--- config.mk ---
export PLATFORM = sky130hd
export DESIGN_NAME = pattern_recognition
export DESIGN_NICKNAME = d
export VERILOG_FILES = /design/src/zebra_pkg.sv /design/src/detect_config_regs.sv /design/src/convolution_filter.sv /design/src/zebra_crossing_detector_stream.sv /design/src/pattern_recognition.sv
export VERILOG_INCLUDE_DIRS = /design/src /design/src/src
export SDC_FILE = /design/constraint.sdc
export NUM_CORES = 2
export LEC_CHECK = 0
export BUFFER_PORTS_ARGS = -buffer_cell sky130_fd_sc_hd__buf_4
export CAP_MARGIN = 20
export CORE_MARGIN = 3
export CORE_UTILIZATION = 35
export DETAILED_ROUTE_END_ITERATION = 12
export MAX_ROUTING_LAYER = met4
export REMOVE_ABC_BUFFERS = 1
export SLEW_MARGIN = 20
export SYNTH_ARGS = -nofsm -noshare
export SYNTH_HDL_FRONTEND = slang
export SYNTH_HIERARCHICAL = 1
export SYNTH_SLANG_ARGS = --single-unit
--- constraint.sdc ---
create_clock -name clk -period 11.71 [get_ports clk]
set_input_delay 1.171 -clock clk [delete_from_list [all_inputs] [get_ports clk]]
set_output_delay 1.171 -clock clk [all_outputs]
set_load 0.03 [all_outputs]
--- src/zebra_config.svh ---
`ifndef ZEBRA_CONFIG_SVH
`define ZEBRA_CONFIG_SVH

// ====================
// Frame geometry
// ====================

// Input frame size in pixels
`define IMG_WIDTH 16
`define IMG_HEIGHT 12

// Pixel and coefficient width
`define PIX_W 8

// Filtered frame loses one pixel on each border
`define OUT_WIDTH (`IMG_WIDTH - 2)
`define OUT_HEIGHT (`IMG_HEIGHT - 2)

// Analysed columns of the filtered frame
`define COL_A (`OUT_WIDTH / 4)
`define COL_B (`OUT_WIDTH / 2)
`define COL_C (`OUT_WIDTH * 3 / 4)

// ====================
// Register reset values
// ====================

`define DEF_SHIFT 3'd2
`define DEF_WHITE_THR 8'd180
`define DEF_BLACK_THR 8'd75
`define DEF_MIN_STRIPE 8'd2
`define DEF_MIN_ALT 8'd3

// Vertical Sobel, row-major
`define DEF_K0 (-8'sd1)
`define DEF_K1 (-8'sd2)
`define DEF_K2 (-8'sd1)
`define DEF_K3 8'sd0
`define DEF_K4 8'sd0
`define DEF_K5 8'sd0
`define DEF_K6 8'sd1
`define DEF_K7 8'sd2
`define DEF_K8 8'sd1

`endif

--- src/zebra_pkg.sv ---
package zebra_pkg;

    // Class of the current run in the analysed column
    typedef enum logic [1:0] {
        ST_NONE  = 2'd0,
        ST_WHITE = 2'd1,
        ST_BLACK = 2'd2
    } stripe_state_t;

    // Configuration register map
    // Kernel sits in K0..K8, row-major
    typedef enum logic [3:0] {
        REG_K0         = 4'd0,
        REG_K1         = 4'd1,
        REG_K2         = 4'd2,
        REG_K3         = 4'd3,
        REG_K4         = 4'd4,
        REG_K5         = 4'd5,
        REG_K6         = 4'd6,
        REG_K7         = 4'd7,
        REG_K8         = 4'd8,
        REG_SHIFT      = 4'd9,
        REG_WHITE      = 4'd10,
        REG_BLACK      = 4'd11,
        REG_MIN_STRIPE = 4'd12,
        REG_MIN_ALT    = 4'd13
    } cfg_addr_t;

endpackage

--- src/detect_config_regs.sv ---
`timescale 1ns/10ps
`include "zebra_config.svh"

module detect_config_regs
    import zebra_pkg::*;
(
    input  logic                     clk,
    input  logic                     rst,
    // Host write strobe
    input  logic                     cfg_we,
    input  cfg_addr_t                cfg_addr,
    input  logic [7:0]               cfg_wdata,
    // Filter settings
    output logic [9*`PIX_W-1:0]      kern_flat,
    output logic [2:0]               shift,
    // Detector settings
    output logic [7:0]               white_thr,
    output logic [7:0]               black_thr,
    output logic [7:0]               min_stripe,
    output logic [7:0]               min_alt
);

    // ====================
    // Register file
    // ====================

    always_ff @(posedge clk) begin
        if (rst) begin
            // Coefficient 0 lives in the low byte
            kern_flat  <= {`DEF_K8, `DEF_K7, `DEF_K6,
                           `DEF_K5, `DEF_K4, `DEF_K3,
                           `DEF_K2, `DEF_K1, `DEF_K0};
            shift      <= `DEF_SHIFT;
            white_thr  <= `DEF_WHITE_THR;
            black_thr  <= `DEF_BLACK_THR;
            min_stripe <= `DEF_MIN_STRIPE;
            min_alt    <= `DEF_MIN_ALT;
        end else if (cfg_we) begin
            case (cfg_addr)
                REG_K0, REG_K1, REG_K2,
                REG_K3, REG_K4, REG_K5,
                REG_K6, REG_K7, REG_K8: begin
                    // Address doubles as coefficient index
                    kern_flat[cfg_addr*`PIX_W +: `PIX_W] <= cfg_wdata;
                end
                REG_SHIFT:      shift      <= cfg_wdata[2:0];
                REG_WHITE:      white_thr  <= cfg_wdata;
                REG_BLACK:      black_thr  <= cfg_wdata;
                REG_MIN_STRIPE: min_stripe <= cfg_wdata;
                REG_MIN_ALT:    min_alt    <= cfg_wdata;
                // Unmapped addresses are dropped
                default: ;
            endcase
        end
    end

endmodule

--- src/convolution_filter.sv ---
`timescale 1ns/10ps
`include "zebra_config.svh"

module convolution_filter (
    input  logic                     clk,
    input  logic                     rst,
    // Pixel input stream
    input  logic                     x_valid,
    output logic                     x_ready,
    input  logic [`PIX_W-1:0]        x_data,
    // Filtered output stream
    output logic                     y_valid,
    input  logic                     y_ready,
    output logic [`PIX_W-1:0]        y_data,
    // Kernel and output scaling
    input  logic [9*`PIX_W-1:0]      kern_flat,
    input  logic [2:0]               shift
);

    localparam int CW    = $clog2(`IMG_WIDTH);
    localparam int RW    = $clog2(`IMG_HEIGHT);
    localparam int ACC_W = 2 * `PIX_W + 4;

    logic [CW-1:0]              col;
    logic [RW-1:0]              row;
    logic                       accept;
    logic [`PIX_W-1:0]          lb0 [0:`IMG_WIDTH-1];
    logic [`PIX_W-1:0]          lb1 [0:`IMG_WIDTH-1];
    logic [`PIX_W-1:0]          win [0:8];
    logic                       win_valid;
    logic                       s1_valid;
    logic signed [ACC_W-1:0]    s1_sum;
    logic                       s1_free;
    logic                       s1_take;
    logic                       s2_free;
    logic                       s2_take;
    logic signed [`PIX_W-1:0]   coef;
    logic signed [2*`PIX_W:0]   prod;
    logic signed [ACC_W-1:0]    mac;
    logic [ACC_W-1:0]           abs_val;
    logic [ACC_W-1:0]           shifted;

    // ====================
    // Flow control
    // ====================

    // Output stage empties when the sink takes its pixel
    assign s2_free = !y_valid || y_ready;
    assign s2_take = s1_valid && s2_free;
    assign s1_free = !s1_valid || s2_free;
    assign s1_take = win_valid && s1_free;

    // A pending window must reach stage one before it can be overwritten
    assign x_ready = !win_valid || s1_free;
    assign accept  = x_valid && x_ready;

    // Raster position of the incoming pixel
    always_ff @(posedge clk) begin
        if (rst) begin
            col <= '0;
            row <= '0;
        end else if (accept) begin
            if (col == CW'(`IMG_WIDTH - 1)) begin
                col <= '0;
                row <= (row == RW'(`IMG_HEIGHT - 1)) ? '0 : row + 1'b1;
            end else begin
                col <= col + 1'b1;
            end
        end
    end

    // ====================
    // Line buffers and window
    // ====================

    // lb1 holds two rows up, lb0 one row up
    always_ff @(posedge clk) begin
        if (accept) begin
            lb1[col] <= lb0[col];
            lb0[col] <= x_data;
            for (int r = 0; r < 3; r++) begin
                win[r*3]     <= win[r*3+1];
                win[r*3+1]   <= win[r*3+2];
            end
            // New right-hand column
            win[2] <= lb1[col];
            win[5] <= lb0[col];
            win[8] <= x_data;
        end
    end

    // Only windows fully inside the frame go on
    always_ff @(posedge clk) begin
        if (rst)
            win_valid <= 1'b0;
        else if (accept)
            win_valid <= (row >= RW'(2)) && (col >= CW'(2));
        else if (s1_take)
            win_valid <= 1'b0;
    end

    // ====================
    // Stage one multiply-accumulate
    // ====================

    always_comb begin
        mac = '0;
        for (int i = 0; i < 9; i++) begin
            coef = kern_flat[i*`PIX_W +: `PIX_W];
            prod = coef * $signed({1'b0, win[i]});
            mac  = mac + ACC_W'(prod);
        end
    end

    always_ff @(posedge clk) begin
        if (rst)
            s1_valid <= 1'b0;
        else if (s1_take)
            s1_valid <= 1'b1;
        else if (s2_take)
            s1_valid <= 1'b0;
    end

    always_ff @(posedge clk) begin
        if (s1_take)
            s1_sum <= mac;
    end

    // ====================
    // Stage two scaling
    // ====================

    // Magnitude, shift down, clip to pixel range
    assign abs_val = s1_sum[ACC_W-1] ? ACC_W'(-s1_sum) : ACC_W'(s1_sum);
    assign shifted = abs_val >> shift;

    always_ff @(posedge clk) begin
        if (rst)
            y_valid <= 1'b0;
        else if (s2_take)
            y_valid <= 1'b1;
        else if (y_ready)
            y_valid <= 1'b0;
    end

    always_ff @(posedge clk) begin
        if (s2_take)
            y_data <= (|shifted[ACC_W-1:`PIX_W]) ? '1 : shifted[`PIX_W-1:0];
    end

endmodule

--- src/zebra_crossing_detector_stream.sv ---
`timescale 1ns/10ps
`include "zebra_config.svh"

module zebra_crossing_detector_stream
    import zebra_pkg::*;
#(
    parameter int COLUMN = `COL_B
) (
    input  logic          clk,
    input  logic          rst,
    // Tap on the filtered stream
    input  logic          out_fire,
    input  logic [7:0]    pix,
    // Settings
    input  logic [7:0]    white_thr,
    input  logic [7:0]    black_thr,
    input  logic [7:0]    min_stripe,
    input  logic [7:0]    min_alt,
    // Per-frame result
    output logic          result_valid,
    output logic          detected,
    output logic [7:0]    alt_count
);

    localparam int CW = $clog2(`OUT_WIDTH);
    localparam int RW = $clog2(`OUT_HEIGHT);

    logic [CW-1:0]    col;
    logic [RW-1:0]    row;
    logic             col_hit;
    logic             frame_end;
    stripe_state_t    cur_state;
    stripe_state_t    last_stripe;
    stripe_state_t    cls_next;
    logic [7:0]       run_len;
    logic [7:0]       run_next;
    logic [7:0]       alt_run;
    logic [7:0]       alt_next;
    logic [7:0]       alt_final;
    logic             qualify;

    // ====================
    // Position in the filtered frame
    // ====================

    assign col_hit   = out_fire && (col == CW'(COLUMN));
    assign frame_end = out_fire && (col == CW'(`OUT_WIDTH - 1))
                                && (row == RW'(`OUT_HEIGHT - 1));

    always_ff @(posedge clk) begin
        if (rst) begin
            col <= '0;
            row <= '0;
        end else if (out_fire) begin
            if (col == CW'(`OUT_WIDTH - 1)) begin
                col <= '0;
                row <= (row == RW'(`OUT_HEIGHT - 1)) ? '0 : row + 1'b1;
            end else begin
                col <= col + 1'b1;
            end
        end
    end

    // ====================
    // Stripe classifier
    // ====================

    always_comb begin
        // Grey pixels extend the current class
        cls_next = cur_state;
        if (pix >= white_thr)
            cls_next = ST_WHITE;
        else if (pix <= black_thr)
            cls_next = ST_BLACK;
        if (cls_next == cur_state)
            run_next = (run_len == 8'hFF) ? run_len : run_len + 8'd1;
        else
            run_next = 8'd1;
        // Run long enough and of a new class
        qualify = (cls_next != ST_NONE) && (cls_next != last_stripe)
                  && (run_next >= min_stripe);
        // First qualified stripe only arms the count
        alt_next = alt_run;
        if (qualify && (last_stripe != ST_NONE))
            alt_next = alt_run + 8'd1;
        alt_final = col_hit ? alt_next : alt_run;
    end

    always_ff @(posedge clk) begin
        if (rst) begin
            cur_state    <= ST_NONE;
            last_stripe  <= ST_NONE;
            run_len      <= '0;
            alt_run      <= '0;
            result_valid <= 1'b0;
            detected     <= 1'b0;
            alt_count    <= '0;
        end else begin
            result_valid <= 1'b0;
            if (frame_end) begin
                // Report and start the next frame clean
                result_valid <= 1'b1;
                detected     <= (alt_final >= min_alt);
                alt_count    <= alt_final;
                cur_state    <= ST_NONE;
                last_stripe  <= ST_NONE;
                run_len      <= '0;
                alt_run      <= '0;
            end else if (col_hit) begin
                cur_state <= cls_next;
                run_len   <= run_next;
                alt_run   <= alt_next;
                if (qualify)
                    last_stripe <= cls_next;
            end
        end
    end

endmodule

--- src/pattern_recognition.sv ---
`timescale 1ns/10ps
`include "zebra_config.svh"

module pattern_recognition
    import zebra_pkg::*;
(
    input  logic                 clk,
    input  logic                 rst,
    // Camera pixel stream
    input  logic                 x_valid,
    output logic                 x_ready,
    input  logic [`PIX_W-1:0]    x_data,
    // Filtered pixel stream
    output logic                 y_valid,
    input  logic                 y_ready,
    output logic [`PIX_W-1:0]    y_data,
    // Host register writes
    input  logic                 cfg_we,
    input  cfg_addr_t            cfg_addr,
    input  logic [7:0]           cfg_wdata,
    // Frame result
    output logic                 crossing_detected,
    output logic                 detection_valid,
    output logic [7:0]           stripe_count
);

    logic [9*`PIX_W-1:0]  kern_flat;
    logic [2:0]           shift;
    logic [7:0]           white_thr;
    logic [7:0]           black_thr;
    logic [7:0]           min_stripe;
    logic [7:0]           min_alt;
    logic                 out_fire;
    logic                 rv_a, rv_b, rv_c;
    logic                 det_a, det_b, det_c;
    logic [7:0]           alt_a, alt_b, alt_c;
    logic [9:0]           cnt_sum;

    detect_config_regs u_regs (
        .clk        (clk),
        .rst        (rst),
        .cfg_we     (cfg_we),
        .cfg_addr   (cfg_addr),
        .cfg_wdata  (cfg_wdata),
        .kern_flat  (kern_flat),
        .shift      (shift),
        .white_thr  (white_thr),
        .black_thr  (black_thr),
        .min_stripe (min_stripe),
        .min_alt    (min_alt)
    );

    convolution_filter u_filter (
        .clk       (clk),
        .rst       (rst),
        .x_valid   (x_valid),
        .x_ready   (x_ready),
        .x_data    (x_data),
        .y_valid   (y_valid),
        .y_ready   (y_ready),
        .y_data    (y_data),
        .kern_flat (kern_flat),
        .shift     (shift)
    );

    // ====================
    // Column detectors
    // ====================

    // Detectors only watch completed output transfers
    assign out_fire = y_valid && y_ready;

    zebra_crossing_detector_stream #(.COLUMN(`COL_A)) u_det_a (
        .clk (clk), .rst (rst), .out_fire (out_fire), .pix (y_data),
        .white_thr (white_thr), .black_thr (black_thr),
        .min_stripe (min_stripe), .min_alt (min_alt),
        .result_valid (rv_a), .detected (det_a), .alt_count (alt_a)
    );

    zebra_crossing_detector_stream #(.COLUMN(`COL_B)) u_det_b (
        .clk (clk), .rst (rst), .out_fire (out_fire), .pix (y_data),
        .white_thr (white_thr), .black_thr (black_thr),
        .min_stripe (min_stripe), .min_alt (min_alt),
        .result_valid (rv_b), .detected (det_b), .alt_count (alt_b)
    );

    zebra_crossing_detector_stream #(.COLUMN(`COL_C)) u_det_c (
        .clk (clk), .rst (rst), .out_fire (out_fire), .pix (y_data),
        .white_thr (white_thr), .black_thr (black_thr),
        .min_stripe (min_stripe), .min_alt (min_alt),
        .result_valid (rv_c), .detected (det_c), .alt_count (alt_c)
    );

    // Pulses line up since all three share the frame counters
    assign detection_valid   = rv_a && rv_b && rv_c;
    // Any column is enough
    assign crossing_detected = det_a || det_b || det_c;
    // Integer mean of the three counts
    assign cnt_sum      = 10'(alt_a) + 10'(alt_b) + 10'(alt_c);
    assign stripe_count = 8'(cnt_sum / 10'd3);

endmodule

==> metrics.md <==
| Metric | Value |
|---|---|
| Starting utilization of the core area | `35.39%` |
| Cell type contributing the most total cell area after synthesis | `sky130_fd_sc_hd__fa_1` |
| Area share of and/or/nand/nor cells after synthesis | `14.21%` |
| Flip-flop and latch count after synthesis | `592` |
| Post-CTS Setup Repair Bufs | `0` |
| Combinational family with the most area after synthesis | `adder cells` |
| Total Die Area | `148,500 µm²` |
| CP Class | `reg2reg` |
| Post-Syn Area | `50,360 µm²` |
| Largest net degree at the start of global routing | `57` |
| CTS HTree Levels | `3` |
| Arrival @ worst endpoint | `9.46 ns` |
| Global-route wire length before repair | `208.9 mm` |
| Port Buffer Count | `44` |
| Share of post-route cells with drive strength above 1 | `8.016%` |
| Drt first-iter violations | `2,614` |
| Post-Syn Instances | `4,743` |
| Most frequently used flop master after synthesis | `sky130_fd_sc_hd__edfxtp_1` |
| Largest clock skew in the final design | `0.02707 ns` |
| Avg Synthesized Cell Area | `10.62 µm²` |
| Final-report max-slew violation count | `0` |
| Estimated wirelength of the detail-placed design | `106.3 mm` |
| Number of resized instances in the post-cts repair step | `0` |
| Net count reported at finish | `5,794` |
| Fraction of registers with async set or reset after synthesis | `0%` |
| Capturing element type of the critical path | `flop` |
| I/O pins | `45` |
| Number of buffers added by the clock tree synthesis step | `71` |
| Max-Slew Margin vs Limit | `18.64%` |
| Drt pass-1 iters | `5` |
| Final Setup Violations | `0` |
| Adder-cell share of the synthesized area | `33.39%` |
| Total number of clock tree sinks | `592` |
| DR vias | `33,770` |
| Setup total negative slack | `0 ns` |
| Data required time at the worst endpoint | `12.15 ns` |
| Via density | `5.022` |
| Number of global-route vias before repair | `34,070` |
| Count of flip-flops with a built-in enable after synthesis | `356` |
| Post-synthesis xor/xnor area fraction | `1.404%` |
| Clock-pin slew on the worst setup and hold paths | `0.06 ns` |
| Cell at the root of the clock tree | `sky130_fd_sc_hd__clkbuf_16` |
| Outcome | `complete, no violations` |
| Most frequent standard cell in the layout excluding fill and tap cells | `sky130_fd_sc_hd__inv_1` |
| Measured slew at the worst slew-check pin | `1.218 ns` |
| Max-capacitance violation count | `0` |
| Skew-Pair Late Insertion Delay | `0.65 ns` |
| Post-route antenna net violation count | `0` |
| Number of remaining DRC errors | `0` |
| Largest cells by area after synthesis | `sky130_fd_sc_hd__fa_1, sky130_fd_sc_hd__edfxtp_1, sky130_fd_sc_hd__ha_1, sky130_fd_sc_hd__dfxtp_1, sky130_fd_sc_hd__inv_1` |
| Fraction of the mapped netlist area in compound gates | `7.506%` |
| Overall track demand over capacity in global routing | `18.98%` |
| Final hold vios | `0` |
| Multiplexer fraction of the synthesized cell area | `4.880%` |
| Number of different library cells in the post-synthesis netlist | `131` |
| CTS tree | `yes` |
| Number of cell rows | `138` |
| Post-CTS Hold Buffers | `0` |
| Post-Route WL | `134.9 mm` |
| Die height | `385.3 µm` |
| Global-route congestion overflow total | `0` |
| Class of the tightest hold or removal check | `reg2reg` |
| Shortest clock period the worst path allows after layout | `9.016 ns` |
| Routability cong. | `0.9269` |
| Core region area | `142,300 µm²` |
| CP Launch Type | `flop` |
| Final worst path period share | `76.99%` |
| Leading cell types in the layout, fill and taps excluded | `sky130_fd_sc_hd__inv_1, sky130_fd_sc_hd__fa_1, sky130_fd_sc_hd__nand2_1, sky130_fd_sc_hd__ha_1, sky130_fd_sc_hd__edfxtp_1` |
| Sequential-to-total area share from yosys stat | `30.61%` |
| Number of synthesis warnings | `6` |
| Fraction of post-synthesis cell area in the top cell type by area | `22.98%` |
| Layout-stage area growth over the synthesis result | `9.650%` |
| Fmax | `110.9 MHz` |
| Worst-path fanout max | `7` |
| RSZ-0062 raised after global routing | `false` |
| Width of the chip | `385.3 µm` |
| Deepest clock path buffer count | `3` |
| Antenna violations before repair | `10` |
| Wire length per cell after detailed routing | `20.05 µm` |
==> final cells by class <==
| type | count | area, µm² |
|---|---|---|
| multi-input cells | 3126 | 30970 |
| fillers | 13910 | 87060 |
| repair buffers | 77 | 578.1 |
| flip-flops and latches | 592 | 15420 |
| well taps | 1890 | 2365 |
| diodes | 7 | 17.52 |
| clock inverters | 35 | 509.2 |
| clock buffers | 94 | 1966 |
| inverters | 904 | 3393 |
==> cells by family (layout without fill, tap and decap cells) <==
family                     after synthesis  in the layout
AOI/OAI and AO/OA                      531            531
and+or+nand+nor                       1388           1388
other                                    0              7
adders and majority gates              997            997
buffers and inverters                 1025           1110
DFF                                    592            592
muxes                                  135            135
xor gates and xnor gates                75             75
==> through the flow <==
stage / util (%) / worst slack, ns / cell area (µm²) / hold WS (ns) / instances
after floorplan: - / 3.559 / 49720 / 0.4303 / 4622
after global placement: 37.05 / 2.764 / 52710 / 0.4469 / 6589
after detailed placement: 37.05 / 2.709 / 52720 / 0.4482 / 6589
after CTS: 38.79 / 2.679 / 55190 / 0.4563 / 6718
after global routing: 38.81 / 2.212 / 55210 / 0.4779 / 6723
final: 38.81 / 2.694 / 55220 / 0.4570 / 6725
==> registers in the layout, summed over array words and instances, names as in the netlist, 20 cells and up, named ones only <==
name,count
u_filter/lb0,128
u_filter/lb1,128
u_filter/s1_sum,20
u_filter/win,72
u_regs/kern_flat,72
==> metal layers <==
metal  global-route usage [%]  wire length, µm  vias to the layer above
met5                        -                0                        -
met4                    4.123             2945                        0
met3                    3.084             7830                      138
met2                    29.24            62060                      856
met1                    26.41            62030                    17100
li1                         -                -                    15680
==> worst paths after layout <==
path | startpoint | endpoint | slack, ns | depth (start not counted)
max | u_regs/kern_flat[15] | u_filter/s1_sum[18] | 2.69 | 22
max reg2reg | u_regs/kern_flat[15] | u_filter/s1_sum[18] | 2.69 | 22
min | u_det_a/alt_count[1] | u_det_a/alt_count[1] | 0.46 | 2
min reg2reg | u_det_a/alt_count[1] | u_det_a/alt_count[1] | 0.46 | 2
==> critical path, cell delays in order, from the launching register on <==
cell	delay (ns)
sky130_fd_sc_hd__dfxtp_1	0.65
sky130_fd_sc_hd__inv_1	0.28
sky130_fd_sc_hd__nor2_1	0.22
sky130_fd_sc_hd__fa_1	0.44
sky130_fd_sc_hd__fa_1	0.54
sky130_fd_sc_hd__fa_1	0.54
sky130_fd_sc_hd__fa_1	0.55
sky130_fd_sc_hd__fa_1	0.53
sky130_fd_sc_hd__fa_1	0.53
sky130_fd_sc_hd__fa_1	0.65
sky130_fd_sc_hd__fa_1	0.47
sky130_fd_sc_hd__fa_1	0.54
sky130_fd_sc_hd__inv_1	0.06
sky130_fd_sc_hd__fa_1	0.54
sky130_fd_sc_hd__inv_1	0.04
sky130_fd_sc_hd__ha_1	0.34
sky130_fd_sc_hd__a21oi_1	0.30
sky130_fd_sc_hd__o21ai_0	0.19
sky130_fd_sc_hd__nand3_1	0.15
sky130_fd_sc_hd__a21boi_0	0.11
sky130_fd_sc_hd__o311ai_0	0.42
sky130_fd_sc_hd__or4b_2	0.61
sky130_fd_sc_hd__o311ai_0	0.11
==> cell usage after synthesis (9+ instances only) <==
cell,number
sky130_fd_sc_hd__buf_1,12
sky130_fd_sc_hd__xor2_1,24
sky130_fd_sc_hd__mux4_2,83
sky130_fd_sc_hd__inv_1,901
sky130_fd_sc_hd__o21a_1,14
sky130_fd_sc_hd__nor3b_1,10
sky130_fd_sc_hd__nand3_1,67
sky130_fd_sc_hd__edfxtp_1,356
sky130_fd_sc_hd__buf_2,19
sky130_fd_sc_hd__a22o_1,18
sky130_fd_sc_hd__nor2_1,208
sky130_fd_sc_hd__a21oi_1,167
sky130_fd_sc_hd__or4_1,11
sky130_fd_sc_hd__dfxtp_1,236
sky130_fd_sc_hd__xnor2_1,46
sky130_fd_sc_hd__nand4_1,21
sky130_fd_sc_hd__a211oi_1,43
sky130_fd_sc_hd__nor3_1,52
sky130_fd_sc_hd__o211ai_1,27
sky130_fd_sc_hd__nor4_1,11
sky130_fd_sc_hd__and3_1,29
sky130_fd_sc_hd__mux2i_1,43
sky130_fd_sc_hd__o21ai_0,91
sky130_fd_sc_hd__nand2_1,430
sky130_fd_sc_hd__buf_4,9
sky130_fd_sc_hd__buf_6,14
sky130_fd_sc_hd__or2_2,10
sky130_fd_sc_hd__ha_1,419
sky130_fd_sc_hd__clkbuf_1,62
sky130_fd_sc_hd__nand2b_1,46
sky130_fd_sc_hd__a21o_1,18
sky130_fd_sc_hd__and2_1,353
sky130_fd_sc_hd__or3_1,40
sky130_fd_sc_hd__nor2b_1,43
sky130_fd_sc_hd__fa_1,578
Power is left out: the tool's default activity adds up to more than one toggle a clock period on the data nets, which glitch-free logic cannot reach.
